### src/common/host_term_defines.svh
`ifndef HOST_TERM_DEFINES_SVH
`define HOST_TERM_DEFINES_SVH

// register bus widths
`define DATA_W          32
`define REG_ADDR_W      32
`define TERM_ADDR_W     16

// terminal addresses seen by the host
`define TERM_DUMMY      16'h0001
`define TERM_DRAM       16'h0003
`define TERM_DRAM_CTRL  16'h0004

// odd register addresses return this, even ones its complement
`define DUMMY_PATTERN   32'hBBAA9988

// on-chip word store standing in for the DRAM
`define DRAM_WORDS      256
`define DRAM_ADDR_W     8

`endif

### src/common/host_term_pkg.sv
`default_nettype none

`include "host_term_defines.svh"

package host_term_pkg;

   typedef enum logic [1:0] {
      sel_dram,
      sel_dram_ctrl,
      sel_dummy,
      sel_none
   } term_sel_t;

   typedef enum logic {
      mem_write,
      mem_read
   } mem_instr_t;

   typedef enum logic [2:0] {
      st_idle,
      st_write_wait,    // inside a write transfer
      st_read_issue,
      st_read_wait,
      st_read_hold      // word held for the host
   } dram_state_t;

   // control terminal register indices
   localparam logic [`REG_ADDR_W-1:0] ctrl_scratch  = 'd0;
   localparam logic [`REG_ADDR_W-1:0] ctrl_wr_count = 'd1;
   localparam logic [`REG_ADDR_W-1:0] ctrl_rd_count = 'd2;

endpackage

`default_nettype wire

### src/common/term_if.sv
`default_nettype none

`include "host_term_defines.svh"

// one terminal's slice of the host register bus
interface term_if;
   logic                   read_mode;
   logic                   read;
   logic                   write_mode;
   logic                   write;
   logic [`REG_ADDR_W-1:0] reg_addr;
   logic [`DATA_W-1:0]     reg_datai;
   logic [`DATA_W-1:0]     reg_datao;
   logic                   read_rdy;
   logic                   write_rdy;

   modport router (
      output read_mode, read, write_mode, write, reg_addr, reg_datai,
      input  reg_datao, read_rdy, write_rdy
   );

   modport terminal (
      input  read_mode, read, write_mode, write, reg_addr, reg_datai,
      output reg_datao, read_rdy, write_rdy
   );

endinterface

`default_nettype wire

### src/ctrl_term.sv
`default_nettype none

`include "host_term_defines.svh"

module ctrl_term (
   input  wire      ifclk,
   input  wire      reset,
   input  wire      word_written,
   input  wire      word_read,
   term_if.terminal bus
);

   logic [`DATA_W-1:0] scratch;
   logic [`DATA_W-1:0] wr_count;
   logic [`DATA_W-1:0] rd_count;
   logic               scratch_we;

   assign scratch_we = bus.write_mode && bus.write &&
                       (bus.reg_addr == host_term_pkg::ctrl_scratch);

   always_ff @(posedge ifclk) begin
      if (reset) begin
         scratch  <= '0;
         wr_count <= '0;
         rd_count <= '0;
      end else begin
         if (scratch_we)
            scratch <= bus.reg_datai;
         if (word_written)
            wr_count <= wr_count + 1'b1;
         if (word_read)
            rd_count <= rd_count + 1'b1;
      end
   end

   // counters are read only, writes to them fall through
   always_comb begin
      case (bus.reg_addr)
         host_term_pkg::ctrl_scratch:  bus.reg_datao = scratch;
         host_term_pkg::ctrl_wr_count: bus.reg_datao = wr_count;
         host_term_pkg::ctrl_rd_count: bus.reg_datao = rd_count;
         default:                      bus.reg_datao = '0;
      endcase
   end

   assign bus.read_rdy  = 1'b1;
   assign bus.write_rdy = 1'b1;

endmodule

`default_nettype wire

### src/flat_wrapper.sv
// flat-port wrapper written by rule: the top's interface ports become plain ports
module ctrl_term_flat 
  (ifclk, reset, word_written, word_read, bus_read_mode, bus_read, bus_write_mode, bus_write, bus_reg_addr, bus_reg_datai, bus_reg_datao, bus_read_rdy, bus_write_rdy);
  term_if bus_i ();
  input  wire ifclk;
  input  wire reset;
  input  wire word_written;
  input  wire word_read;
  input wire logic [$bits(bus_i.read_mode)-1:0] bus_read_mode;
  input wire logic [$bits(bus_i.read)-1:0] bus_read;
  input wire logic [$bits(bus_i.write_mode)-1:0] bus_write_mode;
  input wire logic [$bits(bus_i.write)-1:0] bus_write;
  input wire logic [$bits(bus_i.reg_addr)-1:0] bus_reg_addr;
  input wire logic [$bits(bus_i.reg_datai)-1:0] bus_reg_datai;
  output wire logic [$bits(bus_i.reg_datao)-1:0] bus_reg_datao;
  output wire logic [$bits(bus_i.read_rdy)-1:0] bus_read_rdy;
  output wire logic [$bits(bus_i.write_rdy)-1:0] bus_write_rdy;
  assign bus_i.read_mode = bus_read_mode;
  assign bus_i.read = bus_read;
  assign bus_i.write_mode = bus_write_mode;
  assign bus_i.write = bus_write;
  assign bus_i.reg_addr = bus_reg_addr;
  assign bus_i.reg_datai = bus_reg_datai;
  assign bus_reg_datao = bus_i.reg_datao;
  assign bus_read_rdy = bus_i.read_rdy;
  assign bus_write_rdy = bus_i.write_rdy;
  ctrl_term u_core (.ifclk(ifclk), .reset(reset), .word_written(word_written), .word_read(word_read), .bus(bus_i));
endmodule
### config.mk
export PLATFORM = sky130hd
export DESIGN_NAME = ctrl_term_flat
export DESIGN_NICKNAME = d
export VERILOG_FILES = /design/src/common/host_term_pkg.sv /design/src/common/term_if.sv /design/src/ctrl_term.sv /design/src/flat_wrapper.sv
export VERILOG_INCLUDE_DIRS = /design/src /design/src/common
export SDC_FILE = /design/constraint.sdc
export NUM_CORES = 1
export LEC_CHECK = 0
export ABC_AREA = 0
export ABC_CLOCK_PERIOD_IN_PS = 2600
export BUFFER_PORTS_ARGS = -buffer_cell sky130_fd_sc_hd__buf_2
export CORE_MARGIN = 2
export CORE_UTILIZATION = 50
export DETAILED_ROUTE_END_ITERATION = 8
export PLACE_DENSITY = 0.75
export SETUP_SLACK_MARGIN = 0.3
export SYNTH_ARGS = -nofsm -noshare
export SYNTH_HDL_FRONTEND = slang
export SYNTH_SLANG_ARGS = --single-unit
### constraint.sdc
create_clock -name ifclk -period 2.6 [get_ports ifclk]
set_input_delay 0.39 -clock ifclk [delete_from_list [all_inputs] [get_ports ifclk]]
set_output_delay 0.39 -clock ifclk [all_outputs]
set_load 0.05 [all_outputs]
==> results.ini <==
[clock_network]
cts_tree = done
cts_buffers = 9
worstSkewPairLatency_ns = 0.37
h-tree-depth = 3
root_buffer = clkbuf_8
cts_buffer_depth = 2
cts.clk_slew.worst_paths_ns = 0.09
clock-sinks = 96

[sta]
worstMarginPinSlew_ns = 0.712
max_freq_mhz = 400
max_slew_margin = 0.518
finalSetupViolations = 0
setup-tns-final_ns = 0
rsz0062_at_grt = true
hold_viol_final = 0
drv_slew = 0
min_period_ns = 2.50
period_share = 0.962
finClkSkew_ns = 0.0134

[worst_hold_path]
holdCritStartpoint = bus_reg_datai[3]
min_path_type = primary input to register
hold_path_depth = 3
hold_end = u_core.scratch[3]$_SDFFE_PP0P_

[synthesis]
synth_top_family_by_area = simple AND/OR/NAND/NOR gates
synth.avg_cell_area_um2 = 8.25
synth_adder_area_share = 0.00537
synth_xor_area_frac = 0.0958
ys_ff_latch = 96
yosysSeqAreaShare = 0.412
netlist_top_cells_area = dfxtp_1, nor2_1, mux2i_1
yosys_warnings = 0
synth_top_cell_by_area = dfxtp_1
synth_cell_type_count = 35
synthesis.area_mm2 = 0.00466
synth_top_area_share = 0.412
synth_compound_area_frac = 0.108
synthCells = 565
muxShareOfSynthArea = 0.0754
synthSimpleGateAreaFrac = 0.236

[cells_and_area]
final_cell_mix = dfxtp_1, nor2_1, buf_2
diodes = 0
finish.instance_area_mm2 = 0.00656
final_common_cell = dfxtp_1
utilization = 0.717
area_growth_pct = 40.7
final_nets = 747
drive_above_1_share = 0.310

[critical_path]
cp-end-kind = output pin
critical_path.startpoint_type = primary input
crit_fanout = 16
r2r_start = u_core.rd_count[0]$_SDFFE_PP0P_
r2r-end = u_core.rd_count[30]$_SDFFE_PP0P_
r2r_cells = 6
rrSetupSlack_ns = 0.36
crit_type = primary input to output pin
required_ns = 2.21
arrival_ns = 2.11

[detailed_routing]
num_vias = 4526
dr.pass1.iters = 5
drtAntennaViolNets = 0
routed_wirelength_um = 13900
drtIter0Drc = 260
drc_errors = 0
vias_per_cell = 5.74
routedWlPerCell_um = 17.7

[grt]
antenna_found_initial = 0
grt_overflow = 0
grt_pass1_vias = 4082
grt_first_pass_wirelength_um = 19100
grt_max_degree = 55
grt_util_all_layers = 0.238

[status]
outcome = finished, final reports clean

[floorplanning]
io_pins = 106
die_x_um = 101
die_area_mm2 = 0.0101
rows = 35
design.core.area_mm2 = 0.00915
dieHeight_um = 101
initial_core_util = 0.509

[placement]
port_buffers = 101
dpl_cell_area_mm2 = 0.00571
place.gp.congestion = 0.829
dpl.hpwl_um = 7960

[power_and_ir_drop]
power_mw = 2.68
p_leak_nw = 2.25
peakVddDrop_uv = 300
power_density_mw_per_mm2 = 408

[flow_run]
cap_violations = 0

## worst max-delay path: stages
cell and delay [ns]:
buf_6 0.10, nor4_4 0.29, buf_4 0.15, nand4_1 0.15
or3_4 0.46, buf_16 0.22, o21ai_1 0.16, buf_6 0.18
## worst max path at each step
| stage | startpoint | endpoint | slack [ns] | depth (start not counted) |
|---|---|---|---|---|
| after global placement | bus_reg_addr[12] | bus_reg_datao[15] | -0.08 | 7 |
| after global routing | bus_reg_addr[6] | bus_reg_datao[3] | 0.02 | 10 |
| after detailed placement | bus_reg_addr[12] | bus_reg_datao[10] | -0.15 | 7 |
| final | bus_reg_addr[19] | bus_reg_datao[24] | 0.1 | 8 |
| after CTS | bus_reg_addr[11] | bus_reg_datao[25] | 0.10 | 9 |
| after floorplan | bus_reg_addr[10] | bus_reg_datao[24] | 0.22 | 4 |
## layout make-up
type | count | area [um^2]
Clock buffer | 10 | 128
Clock inverter | 5 | 81.3
Fill cell | 680 | 2590
Inverter | 45 | 169
Multi-Input combinational cell | 393 | 2990
Sequential cell | 96 | 1920
Tap cell | 111 | 139
Timing Repair Buffer | 128 | 1130
## state kept, by name (all words and copies together) (netlist names)
register / count
u_core.wr_count: 32
u_core.scratch: 32
u_core.rd_count: 32
## per-stage QoR
stage / setup slack [ns] / hold slack (ns) / instances
2_1_floorplan: 0.225 / 0.460 / 566
3_3_place_gp: -0.0817 / 0.471 / 760
3_5_place_dp: -0.151 / 0.485 / 760
4_1_cts: 0.104 / 0.233 / 777
5_1_grt: 0.0232 / 0.257 / 788
6_report: 0.0984 / 0.247 / 788
## layer usage
| metal | GRT usage | share of wire |
|---|---|---|
| met4 | 0.0759 | 0.025 |
| met3 | 0.0479 | 0.069 |
| met5 | 0 | 0 |
| met1 | 0.297 | 0.40 |
| met2 | 0.413 | 0.50 |
## cell usage after synthesis (all sizes together)
| cell | number |
|---|---|
| ha | 2 |
| nor4b | 2 |
| inv | 45 |
| or2 | 1 |
| dfxtp | 96 |
| mux2 | 1 |
| and3 | 5 |
| nor2 | 93 |
| nor2b | 1 |
| nand3 | 23 |
| or4 | 2 |
| nand4 | 23 |
| clkbuf | 21 |
| nor3 | 12 |
| a22oi | 32 |
| mux2i | 34 |
| and4 | 7 |
| xnor2 | 22 |
| buf | 11 |
| or4b | 1 |
| nand2b | 2 |
| nand2 | 24 |
| nor4 | 14 |
| or3 | 8 |
| a21o | 2 |
| xor2 | 29 |
| and2 | 2 |
| a31o | 1 |
| a21oi | 10 |
| conb | 1 |
| o21ai | 38 |
## kinds of logic (layout without fill, tap and decap cells)
logic type      count (synthesis)  in the layout
mux                            35             35
other cells                     1              2
xor+xnor                       51             51
compound gates                 83             83
flops                          96             96
simple gates                  220            220
fa+ha+maj                       2              2
buf+inv                        77            188
## where the power goes
group          switching (mW)  internal (mW)  leakage [nW]  total, mW
combinational          0.0694         0.0587          1.37      0.128
clock                   0.522          0.539         0.103       1.06
sequential             0.0124           1.48         0.774       1.49
total                   0.604           2.07          2.25       2.68
## what timing repair did
action | 4_1_cts | 5_1_grt
resized for setup | 43 | 66
buffers inserted | 1 | 4
pin swaps | 1 | 28
cloned | 1 | 7
hold buffers | 0 | 0
endpoints found under the setup margin | 32 | 34
Power figures use the tool's default switching activity.
