**config.mk**
```make
export PLATFORM = sky130hd
export DESIGN_NAME = term_router_flat
export DESIGN_NICKNAME = d
export VERILOG_FILES = /design/src/common/host_term_pkg.sv /design/src/common/term_if.sv /design/src/term_router.sv /design/src/flat_wrapper.sv
export VERILOG_INCLUDE_DIRS = /design/src /design/src/common
export SDC_FILE = /design/constraint.sdc
export NUM_CORES = 1
export LEC_CHECK = 0
export ABC_AREA = 1
export BUFFER_PORTS_ARGS = -buffer_cell sky130_fd_sc_hd__buf_2
export CELL_PAD_IN_SITES_DETAIL_PLACEMENT = 1
export CELL_PAD_IN_SITES_GLOBAL_PLACEMENT = 1
export CORE_AREA = 4 4 123 125
export DETAILED_ROUTE_END_ITERATION = 7
export DIE_AREA = 0 0 127 129
export PLACE_DENSITY = 0.76
export SLEW_MARGIN = 40
export SYNTH_ARGS = -nofsm -noshare
export SYNTH_HDL_FRONTEND = slang
export SYNTH_SLANG_ARGS = --single-unit
```
**constraint.sdc**
```tcl
create_clock -name vclk -period 1
set_input_delay 0.05 -clock vclk [all_inputs]
set_output_delay 0.05 -clock vclk [all_outputs]
set_load 0.02 [all_outputs]
```
**src/common/host_term_defines.svh**
```systemverilog
`ifndef HOST_TERM_DEFINES_SVH
`define HOST_TERM_DEFINES_SVH

// register bus widths
`define DATA_W          32
`define REG_ADDR_W      32
`define TERM_ADDR_W     16

// terminal addresses seen by the host
`define TERM_DUMMY      16'h0001
`define TERM_DRAM       16'h0003
`define TERM_DRAM_CTRL  16'h0004

// odd register addresses return this, even ones its complement
`define DUMMY_PATTERN   32'hBBAA9988

// on-chip word store standing in for the DRAM
`define DRAM_WORDS      256
`define DRAM_ADDR_W     8

`endif

```
**src/common/host_term_pkg.sv**
```systemverilog
`default_nettype none

`include "host_term_defines.svh"

package host_term_pkg;

   typedef enum logic [1:0] {
      sel_dram,
      sel_dram_ctrl,
      sel_dummy,
      sel_none
   } term_sel_t;

   typedef enum logic {
      mem_write,
      mem_read
   } mem_instr_t;

   typedef enum logic [2:0] {
      st_idle,
      st_write_wait,    // inside a write transfer
      st_read_issue,
      st_read_wait,
      st_read_hold      // word held for the host
   } dram_state_t;

   // control terminal register indices
   localparam logic [`REG_ADDR_W-1:0] ctrl_scratch  = 'd0;
   localparam logic [`REG_ADDR_W-1:0] ctrl_wr_count = 'd1;
   localparam logic [`REG_ADDR_W-1:0] ctrl_rd_count = 'd2;

endpackage

`default_nettype wire

```
**src/common/term_if.sv**
```systemverilog
`default_nettype none

`include "host_term_defines.svh"

// one terminal's slice of the host register bus
interface term_if;
   logic                   read_mode;
   logic                   read;
   logic                   write_mode;
   logic                   write;
   logic [`REG_ADDR_W-1:0] reg_addr;
   logic [`DATA_W-1:0]     reg_datai;
   logic [`DATA_W-1:0]     reg_datao;
   logic                   read_rdy;
   logic                   write_rdy;

   modport router (
      output read_mode, read, write_mode, write, reg_addr, reg_datai,
      input  reg_datao, read_rdy, write_rdy
   );

   modport terminal (
      input  read_mode, read, write_mode, write, reg_addr, reg_datai,
      output reg_datao, read_rdy, write_rdy
   );

endinterface

`default_nettype wire

```
**src/term_router.sv**
```systemverilog
`default_nettype none

`include "host_term_defines.svh"

module term_router (
   input  wire [`TERM_ADDR_W-1:0] term_addr,
   input  wire [`REG_ADDR_W-1:0]  reg_addr,
   input  wire                    read_mode,
   input  wire                    read,
   input  wire                    write_mode,
   input  wire                    write,
   input  wire [`DATA_W-1:0]      reg_datai,
   output logic [`DATA_W-1:0]     reg_datao,
   output logic                   read_rdy,
   output logic                   write_rdy,
   term_if.router                 dram_bus,
   term_if.router                 ctrl_bus
);

   host_term_pkg::term_sel_t sel;
   logic dram_hit;
   logic ctrl_hit;

   always_comb begin
      case (term_addr)
         `TERM_DRAM:      sel = host_term_pkg::sel_dram;
         `TERM_DRAM_CTRL: sel = host_term_pkg::sel_dram_ctrl;
         `TERM_DUMMY:     sel = host_term_pkg::sel_dummy;
         default:         sel = host_term_pkg::sel_none;
      endcase
   end

   assign dram_hit = (sel == host_term_pkg::sel_dram);
   assign ctrl_hit = (sel == host_term_pkg::sel_dram_ctrl);

   // unselected terminal sees no mode and no strobe
   assign dram_bus.read_mode  = read_mode & dram_hit;
   assign dram_bus.read       = read & dram_hit;
   assign dram_bus.write_mode = write_mode & dram_hit;
   assign dram_bus.write      = write & dram_hit;
   assign dram_bus.reg_addr   = reg_addr;
   assign dram_bus.reg_datai  = reg_datai;

   assign ctrl_bus.read_mode  = read_mode & ctrl_hit;
   assign ctrl_bus.read       = read & ctrl_hit;
   assign ctrl_bus.write_mode = write_mode & ctrl_hit;
   assign ctrl_bus.write      = write & ctrl_hit;
   assign ctrl_bus.reg_addr   = reg_addr;
   assign ctrl_bus.reg_datai  = reg_datai;

   always_comb begin
      case (sel)
         host_term_pkg::sel_dram: begin
            reg_datao = dram_bus.reg_datao;
            read_rdy  = dram_bus.read_rdy;
            write_rdy = dram_bus.write_rdy;
         end
         host_term_pkg::sel_dram_ctrl: begin
            reg_datao = ctrl_bus.reg_datao;
            read_rdy  = ctrl_bus.read_rdy;
            write_rdy = ctrl_bus.write_rdy;
         end
         host_term_pkg::sel_dummy: begin
            reg_datao = reg_addr[0] ? `DUMMY_PATTERN : ~`DUMMY_PATTERN;
            read_rdy  = 1'b1;
            write_rdy = 1'b1;   // writes are dropped
         end
         default: begin      // unmapped address
            reg_datao = '0;
            read_rdy  = 1'b1;
            write_rdy = 1'b1;
         end
      endcase
   end

endmodule

`default_nettype wire

```
**src/flat_wrapper.sv**
```systemverilog
// flat-port wrapper written by rule: the top's interface ports become plain ports
module term_router_flat 
  (term_addr, reg_addr, read_mode, read, write_mode, write, reg_datai, reg_datao, read_rdy, write_rdy, dram_bus_read_mode, dram_bus_read, dram_bus_write_mode, dram_bus_write, dram_bus_reg_addr, dram_bus_reg_datai, dram_bus_reg_datao, dram_bus_read_rdy, dram_bus_write_rdy, ctrl_bus_read_mode, ctrl_bus_read, ctrl_bus_write_mode, ctrl_bus_write, ctrl_bus_reg_addr, ctrl_bus_reg_datai, ctrl_bus_reg_datao, ctrl_bus_read_rdy, ctrl_bus_write_rdy);
  term_if dram_bus_i ();
  term_if ctrl_bus_i ();
  input  wire [`TERM_ADDR_W-1:0] term_addr;
  input  wire [`REG_ADDR_W-1:0] reg_addr;
  input  wire read_mode;
  input  wire read;
  input  wire write_mode;
  input  wire write;
  input  wire [`DATA_W-1:0] reg_datai;
  output logic [`DATA_W-1:0] reg_datao;
  output logic read_rdy;
  output logic write_rdy;
  output wire logic [$bits(dram_bus_i.read_mode)-1:0] dram_bus_read_mode;
  output wire logic [$bits(dram_bus_i.read)-1:0] dram_bus_read;
  output wire logic [$bits(dram_bus_i.write_mode)-1:0] dram_bus_write_mode;
  output wire logic [$bits(dram_bus_i.write)-1:0] dram_bus_write;
  output wire logic [$bits(dram_bus_i.reg_addr)-1:0] dram_bus_reg_addr;
  output wire logic [$bits(dram_bus_i.reg_datai)-1:0] dram_bus_reg_datai;
  input wire logic [$bits(dram_bus_i.reg_datao)-1:0] dram_bus_reg_datao;
  input wire logic [$bits(dram_bus_i.read_rdy)-1:0] dram_bus_read_rdy;
  input wire logic [$bits(dram_bus_i.write_rdy)-1:0] dram_bus_write_rdy;
  output wire logic [$bits(ctrl_bus_i.read_mode)-1:0] ctrl_bus_read_mode;
  output wire logic [$bits(ctrl_bus_i.read)-1:0] ctrl_bus_read;
  output wire logic [$bits(ctrl_bus_i.write_mode)-1:0] ctrl_bus_write_mode;
  output wire logic [$bits(ctrl_bus_i.write)-1:0] ctrl_bus_write;
  output wire logic [$bits(ctrl_bus_i.reg_addr)-1:0] ctrl_bus_reg_addr;
  output wire logic [$bits(ctrl_bus_i.reg_datai)-1:0] ctrl_bus_reg_datai;
  input wire logic [$bits(ctrl_bus_i.reg_datao)-1:0] ctrl_bus_reg_datao;
  input wire logic [$bits(ctrl_bus_i.read_rdy)-1:0] ctrl_bus_read_rdy;
  input wire logic [$bits(ctrl_bus_i.write_rdy)-1:0] ctrl_bus_write_rdy;
  assign dram_bus_read_mode = dram_bus_i.read_mode;
  assign dram_bus_read = dram_bus_i.read;
  assign dram_bus_write_mode = dram_bus_i.write_mode;
  assign dram_bus_write = dram_bus_i.write;
  assign dram_bus_reg_addr = dram_bus_i.reg_addr;
  assign dram_bus_reg_datai = dram_bus_i.reg_datai;
  assign dram_bus_i.reg_datao = dram_bus_reg_datao;
  assign dram_bus_i.read_rdy = dram_bus_read_rdy;
  assign dram_bus_i.write_rdy = dram_bus_write_rdy;
  assign ctrl_bus_read_mode = ctrl_bus_i.read_mode;
  assign ctrl_bus_read = ctrl_bus_i.read;
  assign ctrl_bus_write_mode = ctrl_bus_i.write_mode;
  assign ctrl_bus_write = ctrl_bus_i.write;
  assign ctrl_bus_reg_addr = ctrl_bus_i.reg_addr;
  assign ctrl_bus_reg_datai = ctrl_bus_i.reg_datai;
  assign ctrl_bus_i.reg_datao = ctrl_bus_reg_datao;
  assign ctrl_bus_i.read_rdy = ctrl_bus_read_rdy;
  assign ctrl_bus_i.write_rdy = ctrl_bus_write_rdy;
  term_router u_core (.term_addr(term_addr), .reg_addr(reg_addr), .read_mode(read_mode), .read(read), .write_mode(write_mode), .write(write), .reg_datai(reg_datai), .reg_datao(reg_datao), .read_rdy(read_rdy), .write_rdy(write_rdy), .dram_bus(dram_bus_i), .ctrl_bus(ctrl_bus_i));
endmodule
```
==> impl_metrics.toml <==
[timing]
setup-violations-final = 42
timing.final.max_slew_violations = 0
fin_ws_ns = -0.247
timing_hold_violations_final = 0
setup_repair_after_global_routing_missed_its_margin = "yes"
timing.max_slew.rel_slack_pct = 86.9
fin_crit_ns = 1.25
fmax_ghz = 0.802
finalCritPeriodShare_pct = 125
worst_pin_slew_ns = 0.196

[pwr]
internal_power_uw = 169
comb_power_share_pct = 100.0
clk_network_pwr_share_pct = 0
p_per_area_mw_per_mm2 = 106
vdd_drop_max_uv = 77.3
power_leakage_uw = 0.00171
total_switching_power_uw = 151
switching_share_pct = 47.2
seq_power_share_pct = 0

[floorplan]
die_x_um = 127
overall_die_area_mm2 = 0.0164
die_h_um = 129
start_util_pct = 13.2
rows = 43
core_region_area_mm2 = 0.0139
io_pins = 322

[cells_and_area]
layout.filler_cells = 1662
layout-drive-gt1-share_pct = 83.6
number_of_sequential_storage_elements = 0
finish.utilization_pct = 21.6
finalNonFillerCells = 504
multi_input_combinational_cell_area_mm2 = 0.00118
nNetsFinal = 478
ff_latch_area_um2 = 0
synthToLayoutAreaGrowth_pct = 63.4
nClkBuffers = 0
n_diodes = 0

[synthesis]
cell_types_with_the_largest_area_share_after_synthesis = "sky130_fd_sc_hd__buf_4, sky130_fd_sc_hd__nand3_1, sky130_fd_sc_hd__nand2_1, sky130_fd_sc_hd__buf_6, sky130_fd_sc_hd__nor2_1"
synth_compound_area_share_pct = 0.272
synth-warning-count = 0
syn_area_per_cell_um2 = 6.21
syn-num-nets = 448
syn_inst = 296
netlist.area_leader.share_pct = 52.7
yosys.area_share.simple_pct = 38.1
synth_commonest_cells = "sky130_fd_sc_hd__buf_4, sky130_fd_sc_hd__nand3_1, sky130_fd_sc_hd__nand2_1"
synth.most_common_cell = "sky130_fd_sc_hd__buf_4"
synth_top_area_cell = "sky130_fd_sc_hd__buf_4"
yosys.cell_types.count = 17
synthesized_cell_area_mm2 = 0.00184
yosys.area_share.xor_xnor_pct = 0
synth_top_family_by_area = "buffers and inverters"
ys_seq_area_share_pct = 0
yosys-mux-area-fraction_pct = 0
synth-adder-area-share_pct = 0

[critical_path]
timing_worst_setup_path_type = "in2out"
timing.critical_path.required_ns = 0.95
path_max_fanout = 7
arrival_ns = 1.20
start_kind = "input port"
worst_setup_path_startpoint = "term_addr[9]"
critPathCapture = "reg_datao[1]"
worst_setup_path_end_kind = "output pin"

[grt]
first_pass_grt_wire_length_mm = 11.8
groute.usage.overall_pct = 9.13
grt_max_degree = 22
grt_remaining_overflow = 0
vias_in_the_first_global_route = 2095
antenna_found_initial = 1

[placement]
io_buffers = 133
hpwl_mm = 6.01
numPlacedInstances = 485
routabilityCongestion = 0.660

[drt]
finalWirelength_mm = 9.13
drt_pre_antenna_iters = 4
drt-initial-drc-count = 16
vias = 1934
route.detailed.vias_per_inst = 3.84
final_antenna_net_count = 0
route.detailed.wl_per_inst_um = 18.1
drt_drc_violations_left = 0

[worst_hold_path]
hp-class = "in2out"
min_from = "reg_addr[25]"

[status]
violations = "setup timing"
run_status = "complete, but fails checks"

[job]
cap_viol_max_count = 0
cell type report:
cell class | instances | share of cell area (%)
inverter | 15 | 2.29
multi-input combinational | 141 | 39.3
tap | 180 | 7.50
timing repair buffer | 168 | 50.9
kinds of logic after synthesis:
kind of cell           after synthesis
buffers and inverters              155
AND/OR/NAND/NOR                    140
AO/OA/AOI/OAI                        1
layer usage:
layer	share of wire [%]	GRT usage, %	wire [µm]	vias to the layer above
met4	5.8	4.73	533	2
li1	-	-	-	862
met2	53	16.8	4810	136
met3	11	3.57	1030	69
met5	0.099	0	9	-
met1	30	8.81	2750	865
power groups by stage:
stage,Clock [µW],Sequential (µW),Combinational (µW)
floorplan,0,0,786
global placement,0,0,231
detailed placement,0,0,234
CTS,0,0,275
global route,0,0,352
finish,0,0,320
critical path, cell delays in order:
cell and delay [ns]:
sky130_fd_sc_hd__buf_6 0.09, sky130_fd_sc_hd__nor2_2 0.12, sky130_fd_sc_hd__nand2_2 0.09, sky130_fd_sc_hd__nor2_4 0.12, sky130_fd_sc_hd__buf_6 0.15, sky130_fd_sc_hd__nand2_8 0.07, sky130_fd_sc_hd__clkinv_8 0.09, sky130_fd_sc_hd__clkbuf_16 0.17
sky130_fd_sc_hd__nand2_2 0.06, sky130_fd_sc_hd__nand3_2 0.06, sky130_fd_sc_hd__buf_6 0.11
worst min path at each step:
stage	to	slack, ns	cells past startpoint
2_1_floorplan	ctrl_bus_reg_addr[0]	0.21	1
3_3_place_gp	ctrl_bus_reg_addr[9]	0.10	0
3_5_place_dp	ctrl_bus_reg_addr[9]	0.10	0
4_1_cts	ctrl_bus_reg_addr[9]	0.10	0
5_1_grt	dram_bus_reg_addr[25]	0.10	0
6_report	dram_bus_reg_addr[25]	0.10	0
metrics by stage:
| stage | setup TNS, ns | total power [µW] | area (µm²) | setup slack [ns] | hold slack, ns |
|---|---|---|---|---|---|
| floorplan | -0.0421 | 786 | 1840 | -0.00601 | 0.213 |
| global placement | -9.66 | 231 | 1860 | -0.289 | 0.100 |
| detailed placement | -9.99 | 234 | 1860 | -0.294 | 0.100 |
| CTS | -7.09 | 275 | 2550 | -0.225 | 0.100 |
| global route | -11.08 | 352 | 3000 | -0.322 | 0.100 |
| finish | -8.85 | 320 | 3000 | -0.247 | 0.100 |
placed cells by master (no fill, tap or decap), types with 4 or more instances in the layout:
cell type and n:
sky130_fd_sc_hd__nand2_2 22, sky130_fd_sc_hd__buf_12 11, sky130_fd_sc_hd__buf_8 4, sky130_fd_sc_hd__nand3_1 28
sky130_fd_sc_hd__nand2_1 11, sky130_fd_sc_hd__nand2_4 15, sky130_fd_sc_hd__buf_2 84, sky130_fd_sc_hd__nand3_2 38
sky130_fd_sc_hd__clkbuf_16 4, sky130_fd_sc_hd__buf_6 52, sky130_fd_sc_hd__nor2_4 15, sky130_fd_sc_hd__inv_1 12
sky130_fd_sc_hd__nor2_2 4, sky130_fd_sc_hd__buf_4 11
repair_timing:
item	in CTS	in global routing
pin swaps	12	18
gates cloned	2	4
resized for setup	149	77
endpoints found under the setup margin	42	42
setup buffers	9	4
hold buffers	0	0
No activity file was read; power rests on OpenSTA's default activity.
