--- src/common/host_term_defines.svh ---
`ifndef HOST_TERM_DEFINES_SVH
`define HOST_TERM_DEFINES_SVH

// register bus widths
`define DATA_W          32
`define REG_ADDR_W      32
`define TERM_ADDR_W     16

// terminal addresses seen by the host
`define TERM_DUMMY      16'h0001
`define TERM_DRAM       16'h0003
`define TERM_DRAM_CTRL  16'h0004

// odd register addresses return this, even ones its complement
`define DUMMY_PATTERN   32'hBBAA9988

// on-chip word store standing in for the DRAM
`define DRAM_WORDS      256
`define DRAM_ADDR_W     8

`endif

--- src/common/host_term_pkg.sv ---
`default_nettype none

`include "host_term_defines.svh"

package host_term_pkg;

   typedef enum logic [1:0] {
      sel_dram,
      sel_dram_ctrl,
      sel_dummy,
      sel_none
   } term_sel_t;

   typedef enum logic {
      mem_write,
      mem_read
   } mem_instr_t;

   typedef enum logic [2:0] {
      st_idle,
      st_write_wait,    // inside a write transfer
      st_read_issue,
      st_read_wait,
      st_read_hold      // word held for the host
   } dram_state_t;

   // control terminal register indices
   localparam logic [`REG_ADDR_W-1:0] ctrl_scratch  = 'd0;
   localparam logic [`REG_ADDR_W-1:0] ctrl_wr_count = 'd1;
   localparam logic [`REG_ADDR_W-1:0] ctrl_rd_count = 'd2;

endpackage

`default_nettype wire

--- src/common/term_if.sv ---
`default_nettype none

`include "host_term_defines.svh"

// one terminal's slice of the host register bus
interface term_if;
   logic                   read_mode;
   logic                   read;
   logic                   write_mode;
   logic                   write;
   logic [`REG_ADDR_W-1:0] reg_addr;
   logic [`DATA_W-1:0]     reg_datai;
   logic [`DATA_W-1:0]     reg_datao;
   logic                   read_rdy;
   logic                   write_rdy;

   modport router (
      output read_mode, read, write_mode, write, reg_addr, reg_datai,
      input  reg_datao, read_rdy, write_rdy
   );

   modport terminal (
      input  read_mode, read, write_mode, write, reg_addr, reg_datai,
      output reg_datao, read_rdy, write_rdy
   );

endinterface

`default_nettype wire

--- src/common/mem_port_if.sv ---
`default_nettype none

`include "host_term_defines.svh"

// command, write and read channels of the memory port
interface mem_port_if;
   logic                         cmd_en;
   host_term_pkg::mem_instr_t    cmd_instr;
   logic [`DRAM_ADDR_W-1:0]      cmd_addr;
   logic                         cmd_full;
   logic [`DATA_W-1:0]           wr_data;
   logic                         rd_en;
   logic [`DATA_W-1:0]           rd_data;
   logic                         rd_empty;

   modport master (
      output cmd_en, cmd_instr, cmd_addr, wr_data, rd_en,
      input  cmd_full, rd_data, rd_empty
   );

   modport slave (
      input  cmd_en, cmd_instr, cmd_addr, wr_data, rd_en,
      output cmd_full, rd_data, rd_empty
   );

endinterface

`default_nettype wire

--- src/dram/dram_term.sv ---
`default_nettype none

`include "host_term_defines.svh"

module dram_term (
   input  wire        ifclk,
   input  wire        reset,
   term_if.terminal   bus,
   mem_port_if.master mem,
   output logic       word_written,
   output logic       word_read
);

   host_term_pkg::dram_state_t state;
   logic [`DRAM_ADDR_W-1:0]    addr;
   logic [`DRAM_ADDR_W-1:0]    cur_addr;
   logic [`DATA_W-1:0]         hold;
   logic                       rd_pending;   // read issued but not yet popped
   logic                       wr_accept;
   logic                       rd_accept;
   logic                       rd_issue;
   logic                       in_idle;

   assign in_idle  = (state == host_term_pkg::st_idle);
   assign cur_addr = in_idle ? bus.reg_addr[`DRAM_ADDR_W-1:0] : addr;   // reload at mode start

   assign bus.write_rdy = bus.write_mode && !mem.cmd_full &&
                          (in_idle || state == host_term_pkg::st_write_wait);
   assign bus.read_rdy  = (state == host_term_pkg::st_read_hold);
   assign bus.reg_datao = hold;

   assign wr_accept = bus.write && bus.write_rdy;
   assign rd_accept = bus.read && bus.read_rdy;
   assign rd_issue  = (state == host_term_pkg::st_read_issue) && bus.read_mode && !mem.cmd_full;

   assign word_written = wr_accept;
   assign word_read    = rd_accept;

   // idle also drains a word left behind by an aborted read
   assign mem.rd_en = rd_pending && !mem.rd_empty &&
                      (in_idle || state == host_term_pkg::st_read_wait);

   always_ff @(posedge ifclk) begin
      if (reset) begin
         state      <= host_term_pkg::st_idle;
         addr       <= '0;
         rd_pending <= 1'b0;
         mem.cmd_en <= 1'b0;
      end else begin
         if (!mem.cmd_full)
            mem.cmd_en <= 1'b0;                 // command was taken
         if (wr_accept || rd_issue)
            mem.cmd_en <= 1'b1;
         if (rd_issue)
            rd_pending <= 1'b1;
         else if (mem.rd_en)
            rd_pending <= 1'b0;
         if (wr_accept)
            addr <= cur_addr + 1'b1;

         case (state)
            host_term_pkg::st_idle: begin
               if (bus.write_mode) begin
                  state <= host_term_pkg::st_write_wait;
                  if (!wr_accept)
                     addr <= cur_addr;
               end else if (bus.read_mode && !rd_pending) begin
                  state <= host_term_pkg::st_read_issue;
                  addr  <= cur_addr;
               end
            end
            host_term_pkg::st_write_wait: begin
               if (!bus.write_mode)
                  state <= host_term_pkg::st_idle;
            end
            host_term_pkg::st_read_issue: begin
               if (!bus.read_mode)
                  state <= host_term_pkg::st_idle;
               else if (rd_issue)
                  state <= host_term_pkg::st_read_wait;
            end
            host_term_pkg::st_read_wait: begin
               if (!bus.read_mode)
                  state <= host_term_pkg::st_idle;
               else if (!mem.rd_empty)
                  state <= host_term_pkg::st_read_hold;
            end
            host_term_pkg::st_read_hold: begin
               if (!bus.read_mode) begin
                  state <= host_term_pkg::st_idle;
               end else if (rd_accept) begin
                  addr  <= addr + 1'b1;
                  state <= host_term_pkg::st_read_issue;
               end
            end
            default: state <= host_term_pkg::st_idle;
         endcase
      end
   end

   // command payload and read hold register
   always_ff @(posedge ifclk) begin
      if (wr_accept) begin
         mem.cmd_instr <= host_term_pkg::mem_write;
         mem.cmd_addr  <= cur_addr;
         mem.wr_data   <= bus.reg_datai;
      end else if (rd_issue) begin
         mem.cmd_instr <= host_term_pkg::mem_read;
         mem.cmd_addr  <= addr;
      end
      if (mem.rd_en && state == host_term_pkg::st_read_wait)
         hold <= mem.rd_data;
   end

endmodule

`default_nettype wire

--- src/flat_wrapper.sv ---
// flat-port wrapper written by rule: the top's interface ports become plain ports
module dram_term_flat 
  (ifclk, reset, word_written, word_read, bus_read_mode, bus_read, bus_write_mode, bus_write, bus_reg_addr, bus_reg_datai, bus_reg_datao, bus_read_rdy, bus_write_rdy, mem_cmd_en, mem_cmd_instr, mem_cmd_addr, mem_wr_data, mem_rd_en, mem_cmd_full, mem_rd_data, mem_rd_empty);
  term_if bus_i ();
  mem_port_if mem_i ();
  input  wire ifclk;
  input  wire reset;
  output logic word_written;
  output logic word_read;
  input wire logic [$bits(bus_i.read_mode)-1:0] bus_read_mode;
  input wire logic [$bits(bus_i.read)-1:0] bus_read;
  input wire logic [$bits(bus_i.write_mode)-1:0] bus_write_mode;
  input wire logic [$bits(bus_i.write)-1:0] bus_write;
  input wire logic [$bits(bus_i.reg_addr)-1:0] bus_reg_addr;
  input wire logic [$bits(bus_i.reg_datai)-1:0] bus_reg_datai;
  output wire logic [$bits(bus_i.reg_datao)-1:0] bus_reg_datao;
  output wire logic [$bits(bus_i.read_rdy)-1:0] bus_read_rdy;
  output wire logic [$bits(bus_i.write_rdy)-1:0] bus_write_rdy;
  output wire logic [$bits(mem_i.cmd_en)-1:0] mem_cmd_en;
  output wire logic [$bits(mem_i.cmd_instr)-1:0] mem_cmd_instr;
  output wire logic [$bits(mem_i.cmd_addr)-1:0] mem_cmd_addr;
  output wire logic [$bits(mem_i.wr_data)-1:0] mem_wr_data;
  output wire logic [$bits(mem_i.rd_en)-1:0] mem_rd_en;
  input wire logic [$bits(mem_i.cmd_full)-1:0] mem_cmd_full;
  input wire logic [$bits(mem_i.rd_data)-1:0] mem_rd_data;
  input wire logic [$bits(mem_i.rd_empty)-1:0] mem_rd_empty;
  assign bus_i.read_mode = bus_read_mode;
  assign bus_i.read = bus_read;
  assign bus_i.write_mode = bus_write_mode;
  assign bus_i.write = bus_write;
  assign bus_i.reg_addr = bus_reg_addr;
  assign bus_i.reg_datai = bus_reg_datai;
  assign bus_reg_datao = bus_i.reg_datao;
  assign bus_read_rdy = bus_i.read_rdy;
  assign bus_write_rdy = bus_i.write_rdy;
  assign mem_cmd_en = mem_i.cmd_en;
  assign mem_cmd_instr = mem_i.cmd_instr;
  assign mem_cmd_addr = mem_i.cmd_addr;
  assign mem_wr_data = mem_i.wr_data;
  assign mem_rd_en = mem_i.rd_en;
  assign mem_i.cmd_full = mem_cmd_full;
  assign mem_i.rd_data = mem_rd_data;
  assign mem_i.rd_empty = mem_rd_empty;
  dram_term u_core (.ifclk(ifclk), .reset(reset), .bus(bus_i), .mem(mem_i), .word_written(word_written), .word_read(word_read));
endmodule
--- config.mk ---
export PLATFORM = sky130hd
export DESIGN_NAME = dram_term_flat
export DESIGN_NICKNAME = d
export VERILOG_FILES = /design/src/common/host_term_pkg.sv /design/src/common/term_if.sv /design/src/common/mem_port_if.sv /design/src/dram/dram_term.sv /design/src/flat_wrapper.sv
export VERILOG_INCLUDE_DIRS = /design/src /design/src/common
export SDC_FILE = /design/constraint.sdc
export NUM_CORES = 1
export LEC_CHECK = 0
export ABC_AREA = 1
export BUFFER_PORTS_ARGS = -buffer_cell sky130_fd_sc_hd__buf_2
export CORE_MARGIN = 3
export CORE_UTILIZATION = 42
export CTS_CLUSTER_DIAMETER = 100
export CTS_CLUSTER_SIZE = 24
export DETAILED_ROUTE_END_ITERATION = 8
export PLACE_DENSITY = 0.77
export REMOVE_ABC_BUFFERS = 1
export SETUP_SLACK_MARGIN = 0.1
export SLEW_MARGIN = 10
export SYNTH_ARGS = -nofsm -noshare
export SYNTH_HDL_FRONTEND = slang
export SYNTH_SLANG_ARGS = --single-unit
export TNS_END_PERCENT = 20
--- constraint.sdc ---
create_clock -name ifclk -period 3.5 [get_ports ifclk]
set_input_delay 0 -clock ifclk [delete_from_list [all_inputs] [get_ports ifclk]]
set_output_delay 0 -clock ifclk [all_outputs]
set_load 0.02 [all_outputs]
==> results.toml, run 1 <==
[sta]
worst_slew_pin_slew_ns = 0.627
setup_viol = 0
rsz0062_at_grt = "false"
max_slew_margin = 0.581
max_freq_mhz = 394
period_share = 0.725
slew_violations = 0
min_period_ns = 2.54
fin_setup_tns_ns = 0
finalHoldViolCount = 0
fin_skew_ns = 0.0119

[power]
total_power_mw = 2.85
ir_worst_vdd_uv = 279
power.density_nw_per_um2 = 510
p_leak_nw = 2.55

[hold_path]
whs_path_depth = 4
hp-start = "mem_cmd_full"
hold_class = "primary input to flip-flop"
whs_endpoint = "u_core.mem.cmd_instr"

[final_layout]
fillers = 694
seq_area_um2 = 2440
final-instance-count-excl-fill = 698
drive_above_1_share = 0.357
area_growth_pct = 45.7
final_nets = 689
multi_input_area_um2 = 1120

[setup_path]
cp_num_buf_inv = 3
crit_path_start_kind = "flip-flop"
reg2reg_from = "u_core.state[2]"
path_delay_family = "buffers and inverters"
cp_slowest_cell = "inv_2"
end_kind = "flip-flop"
slowest_delay_ns = 0.52
cp_cell_sequence = "inv_4 -> nand2_1 -> nor3_2 -> nand2_4 -> inv_2 -> buf_4 -> nand2_1 -> o211ai_1 -> a21oi_1"
ff2ff_path_depth = 9
crit-reg2reg-capture = "u_core.addr[7]"
crit_fanout = 32
critical_path_class = "flip-flop to flip-flop"
cpMostUsedCell = "nand2_1"
worstPathRequired_ns = 3.72
cp.arrival_ns = 2.76
ff2ff_setup_slack_ns = 0.96

[routing]
wl_um = 11300
vias = 3463
avgRoutedWirePerCell_um = 16.2
drt.antenna.violating_nets = 0
dr.pass1.iters = 4
via_per_inst = 4.96
drc = 0
first_iter_violations = 213

[clock_network]
cts_setup_buffers = 0
cts_htree_levels = 3
cts_tree = "done"
ctsResizeCount = 0
clkSlewWorstSetupHoldPaths_ns = 0.09
root_buffer = "clkbuf_8"
cts_num_sinks = 86
cts_buffer_depth = 2
cts_buffers = 9
worstSkewPairLatency_ns = 0.35

[floorplanning]
die_x_um = 102
core_area_um2 = 8810
num_rows = 34
die-area_um2 = 10300
fp.dieH_um = 102
pin_count = 183
initial_core_util = 0.436

[synth]
synth_warnings = 0
yosys-top-cells-area = "edfxtp_1, nand2_1, dfxtp_1"
synth.largest_area_cell = "edfxtp_1"
yosysMostFrequentCell = "nand2_1"
synth_top_flop_cell = "edfxtp_1"
synthCells = 354
ys_async_sr_fraction = 0
synth_commonest_cells = "nand2_1, edfxtp_1, inv_1"
syn-cell-area_um2 = 3840
synth_edf_count = 72
synth_top_area_frac = 0.563
ys_types = 41
yosysSeqAreaShare = 0.636
syn_area_per_cell_um2 = 10.8
synth-seq-cells = 86

[global_route]
grt_max_degree = 33
grt.overflow.total = 0
groute.usage.overall = 0.217
grt_pass1_vias = 3475
grt_pass1_wl_um = 17100
grt_antenna_before_repair = 1

[placed_design]
io_buffer_count = 158
place_inst = 615
gp_congestion = 0.900
dp_hpwl_um = 7360

[flow_run]
cap_viol_max_count = 0

[outcome]
status = "complete, no violations"
registers in the layout, summed over array words and instances (netlist names):
register,count
u_core.state,3
u_core.bus.reg_datao,32
u_core.mem.cmd_en,1
u_core.mem.wr_data,32
u_core.rd_pending,1
u_core.addr,8
u_core.mem.cmd_addr,8
u_core.mem.cmd_instr,1
cell families after synthesis:
family,count (synthesis),share of synthesized area
AO/OA/AOI/OAI,65,0.0987
XOR/XNOR,7,0.0160
adder cells (fa/ha/maj),1,0.00326
buffers and inverters,57,0.0717
flip-flops,86,0.636
AND/OR/NAND/NOR,138,0.174
placed cells by master, fill, tap and decap left out, types with 2 or more instances in the layout:
| cell | Yosys | final |
|---|---|---|
| buf_2 | 0 | 158 |
| nand2_1 | 75 | 75 |
| edfxtp_1 | 72 | 72 |
| dlygate4sd3_1 | 1 | 66 |
| inv_1 | 42 | 42 |
| a21oi_1 | 28 | 28 |
| nand3_1 | 17 | 17 |
| o21ai_0 | 14 | 14 |
| dfxtp_1 | 14 | 14 |
| nor2_1 | 13 | 12 |
| nand2_2 | 12 | 12 |
| clkbuf_8 | 2 | 9 |
| xor2_1 | 7 | 7 |
| inv_2 | 4 | 4 |
| o21a_1 | 4 | 4 |
| o21ai_1 | 4 | 4 |
| o211ai_1 | 4 | 4 |
| nor3_1 | 4 | 4 |
| nand3_2 | 3 | 3 |
| nand3b_1 | 3 | 3 |
| nor2_2 | 2 | 3 |
| inv_6 | 0 | 3 |
| buf_4 | 0 | 3 |
| inv_4 | 2 | 2 |
| nor2_4 | 2 | 2 |
| nand2_4 | 2 | 2 |
| nand4_1 | 2 | 2 |
| a31oi_1 | 2 | 2 |
| bufinv_16 | 0 | 2 |
metal layers:
layer	share of wire	track usage	vias up	wire (µm)
met5	0	0	-	0
met4	0.021	0.0828	0	233
met3	0.074	0.0475	21	832
met2	0.52	0.398	162	5900
met1	0.38	0.246	1614	4340
li1	-	-	1666	-
how the worst max path moves through the flow:
stage | from | end | slack [ns] | cells after the start
2_1_floorplan | u_core.state[1] | u_core.bus.reg_datao[0] | 0.34 | 7
3_3_place_gp | u_core.state[2] | u_core.addr[7] | 1.10 | 9
3_5_place_dp | u_core.state[2] | u_core.addr[7] | 1.02 | 9
4_1_cts | u_core.state[2] | u_core.addr[7] | 0.99 | 9
5_1_grt | u_core.state[2] | u_core.addr[7] | 0.70 | 9
6_report | u_core.state[2] | u_core.addr[7] | 0.96 | 9
what timing repair did:
item / 4_1_cts / 5_1_grt
hold buffers: 66 / 0
endpoints found under the setup margin: 0 / 0
endpoints found under the hold margin: 66 / 0
stage by stage:
step	setup WS, ns	cell area (µm²)	util	hold slack (ns)
5_1_grt	0.700	5590	0.635	0.0535
3_5_place_dp	1.02	4700	0.534	0.178
6_report	0.962	5590	0.635	0.0390
4_1_cts	0.995	5590	0.635	0.0126
3_3_place_gp	1.10	4700	0.534	0.177
2_1_floorplan	0.336	3750	-	0.0649
final cells by class:
| cell class | instances | area share |
|---|---|---|
| well taps | 108 | 0.0242 |
| diodes | 1 | 0.000447 |
| multi-input cells | 211 | 0.201 |
| inverters | 49 | 0.0338 |
| clock buffers | 9 | 0.0221 |
| clock inverters | 7 | 0.0183 |
| repair buffers | 227 | 0.263 |
| flip-flops and latches | 86 | 0.437 |
report_power, final:
| part | internal [mW] | switching, mW | total (mW) | leakage, nW |
|---|---|---|---|---|
| logic | 0.306 | 0.518 | 0.825 | 1.67 |
| registers | 1.19 | 0.0494 | 1.24 | 0.771 |
| clock network | 0.414 | 0.376 | 0.789 | 0.117 |
worst reg2reg max path: cells and delay by family (launching register included):
kind	cells	cell delay [ns]
buffers and inverters	3	1.11
and+or+nand+nor	4	0.71
DFF	1	0.33
AOI/OAI and AO/OA	2	0.26
Power figures use the tool's default switching activity.
==> inputs of run 2 (changes only) <==
Settings changed: PLACE_DENSITY 0.77 to 0.79.
Clock period 3.5 ns to 2.2 ns, I/O delays scaled along.
==> run 2 against run 1 <==
Cell count is 0.57% higher. Wire length shrank 2.3%. Sequential share of layout area down 0.62 points. Critical endpoint is now word_written.
==> results.toml, run 2 (synthesis gave the netlist of run 1 again) <==
[outcome]
status = "complete, no violations"

[floorplanning]
die_x_um = 102
initial_core_util = 0.436
pin_count = 183
die-area_um2 = 10300
core_area_um2 = 8810
num_rows = 34
fp.dieH_um = 102

[routing]
drc = 0
vias = 3473
via_per_inst = 4.95
first_iter_violations = 313
avgRoutedWirePerCell_um = 15.8
drt.antenna.violating_nets = 0
wl_um = 11100
dr.pass1.iters = 5

[clock_network]
worstSkewPairLatency_ns = 0.35
cts_buffers = 9
cts_tree = "done"
cts_buffer_depth = 2
clkSlewWorstSetupHoldPaths_ns = 0.09
root_buffer = "clkbuf_8"
cts_num_sinks = 86
cts_htree_levels = 3

[placed_design]
dp_hpwl_um = 7190
gp_congestion = 0.938
io_buffer_count = 158

[sta]
worst_slew_pin_slew_ns = 0.397
whs_ns = 0.0413
period_share = 0.878
slew_violations = 0
max_freq_mhz = 517
min_period_ns = 1.93
fin_skew_ns = 0.0106
setup_viol = 0
max_slew_margin = 0.735
rsz0062_at_grt = "true"
finalHoldViolCount = 0

[setup_path]
critical_path_class = "flip-flop to output pin"
cp_num_buf_inv = 4
end_kind = "output pin"
slowest_delay_ns = 0.35
cp_cell_sequence = "inv_6 -> nand2_1 -> nor3_2 -> nand2_4 -> inv_4 -> buf_12 -> buf_2"
worstPathRequired_ns = 2.20
path_delay_family = "buffers and inverters"
cp_slowest_cell = "dfxtp_1"
cp.arrival_ns = 1.93
cp.depth = 7
crit_fanout = 34
crit_path_start_kind = "flip-flop"
ff2ff_path_depth = 13

[hold_path]
whs_path_depth = 4
hold_class = "primary input to flip-flop"

[global_route]
grt_pass1_vias = 3439
grt_antenna_before_repair = 0
grt_pass1_wl_um = 16900
grt_max_degree = 35
grt.overflow.total = 0
groute.usage.overall = 0.213

[power]
power.density_nw_per_um2 = 809
ir_worst_vdd_uv = 386
p_leak_nw = 2.58

[final_layout]
area_growth_pct = 47.9
diodes = 0
layout_commonest_cell = "buf_2"
drive_above_1_share = 0.367
final_cell_mix = "buf_2, nand2_1, edfxtp_1"
fin_util = 0.645
final_nets = 695

[flow_run]
cap_viol_max_count = 0
run 2: changes by cell type in the layout (fill, tap and decap cells not counted), sizes merged:
cell      previous run  this run
clkinv               2         1
diode                1         0
inv                 52        50
clkinvlp             0         2
buf                161       167
run 2: worst paths after layout:
check	from	end	slack [ns]
worst min-delay path	mem_cmd_full	u_core.mem.cmd_instr	0.04
worst max register to register	u_core.state[0]	u_core.addr[1]	0.27
worst max-delay path	u_core.state[2]	word_written	0.27
worst min register to register	u_core.mem.cmd_instr	u_core.mem.cmd_instr	0.46
run 2: stage by stage:
| stage | cell area, µm² | power, mW | worst slack, ns | cells | setup TNS [ns] |
|---|---|---|---|---|---|
| final | 5680 | 4.59 | 0.267 | 702 | 0 |
| after global routing | 5680 | 4.85 | 0.0613 | 702 | 0 |
| after CTS | 5660 | 4.57 | 0.137 | 701 | 0 |
| after detailed placement | 4780 | 3.25 | 0.194 | 620 | 0 |
| after global placement | 4780 | 3.22 | 0.226 | 620 | 0 |
| after floorplan | 3750 | 2.86 | -0.964 | 346 | -32.67 |
run 2: what timing repair did:
| action | in CTS | in global routing |
|---|---|---|
| endpoints found under the setup margin | 0 | 6 |
| hold buffers | 66 | 0 |
| resized for setup | 0 | 6 |
| endpoints found under the hold margin | 70 | 0 |
| setup buffers | 0 | 1 |
run 2: worst reg2reg max path: cells and delay by family (launching register included):
family | cells | cell delay [ns]
AO/OA/AOI/OAI | 3 | 0.37
AND/OR/NAND/NOR | 7 | 0.81
buffers and inverters | 3 | 0.31
flip-flops | 1 | 0.36
run 2: power breakdown:
group / internal (mW) / switching (mW)
sequential: 1.89 / 0.0703
combinational: 0.542 / 0.861
clock: 0.645 / 0.585
run 2: final cells by class:
type                       instances  area (µm²)
multi-input combinational        211        1130
timing repair buffer             233        1560
fill                             641        3130
inverter                          49         194
sequential                        86        2440
tap                              108         135
clock buffer                       9         124
clock inverter                     6        95.1
run 2: per-layer routing:
metal / vias up / part of all wire / GRT usage
met5: - / 0 / 0
met4: 0 / 0.014 / 0.0767
met3: 16 / 0.083 / 0.0434
met2: 187 / 0.50 / 0.376
met1: 1596 / 0.40 / 0.257
li1: 1674 / - / -
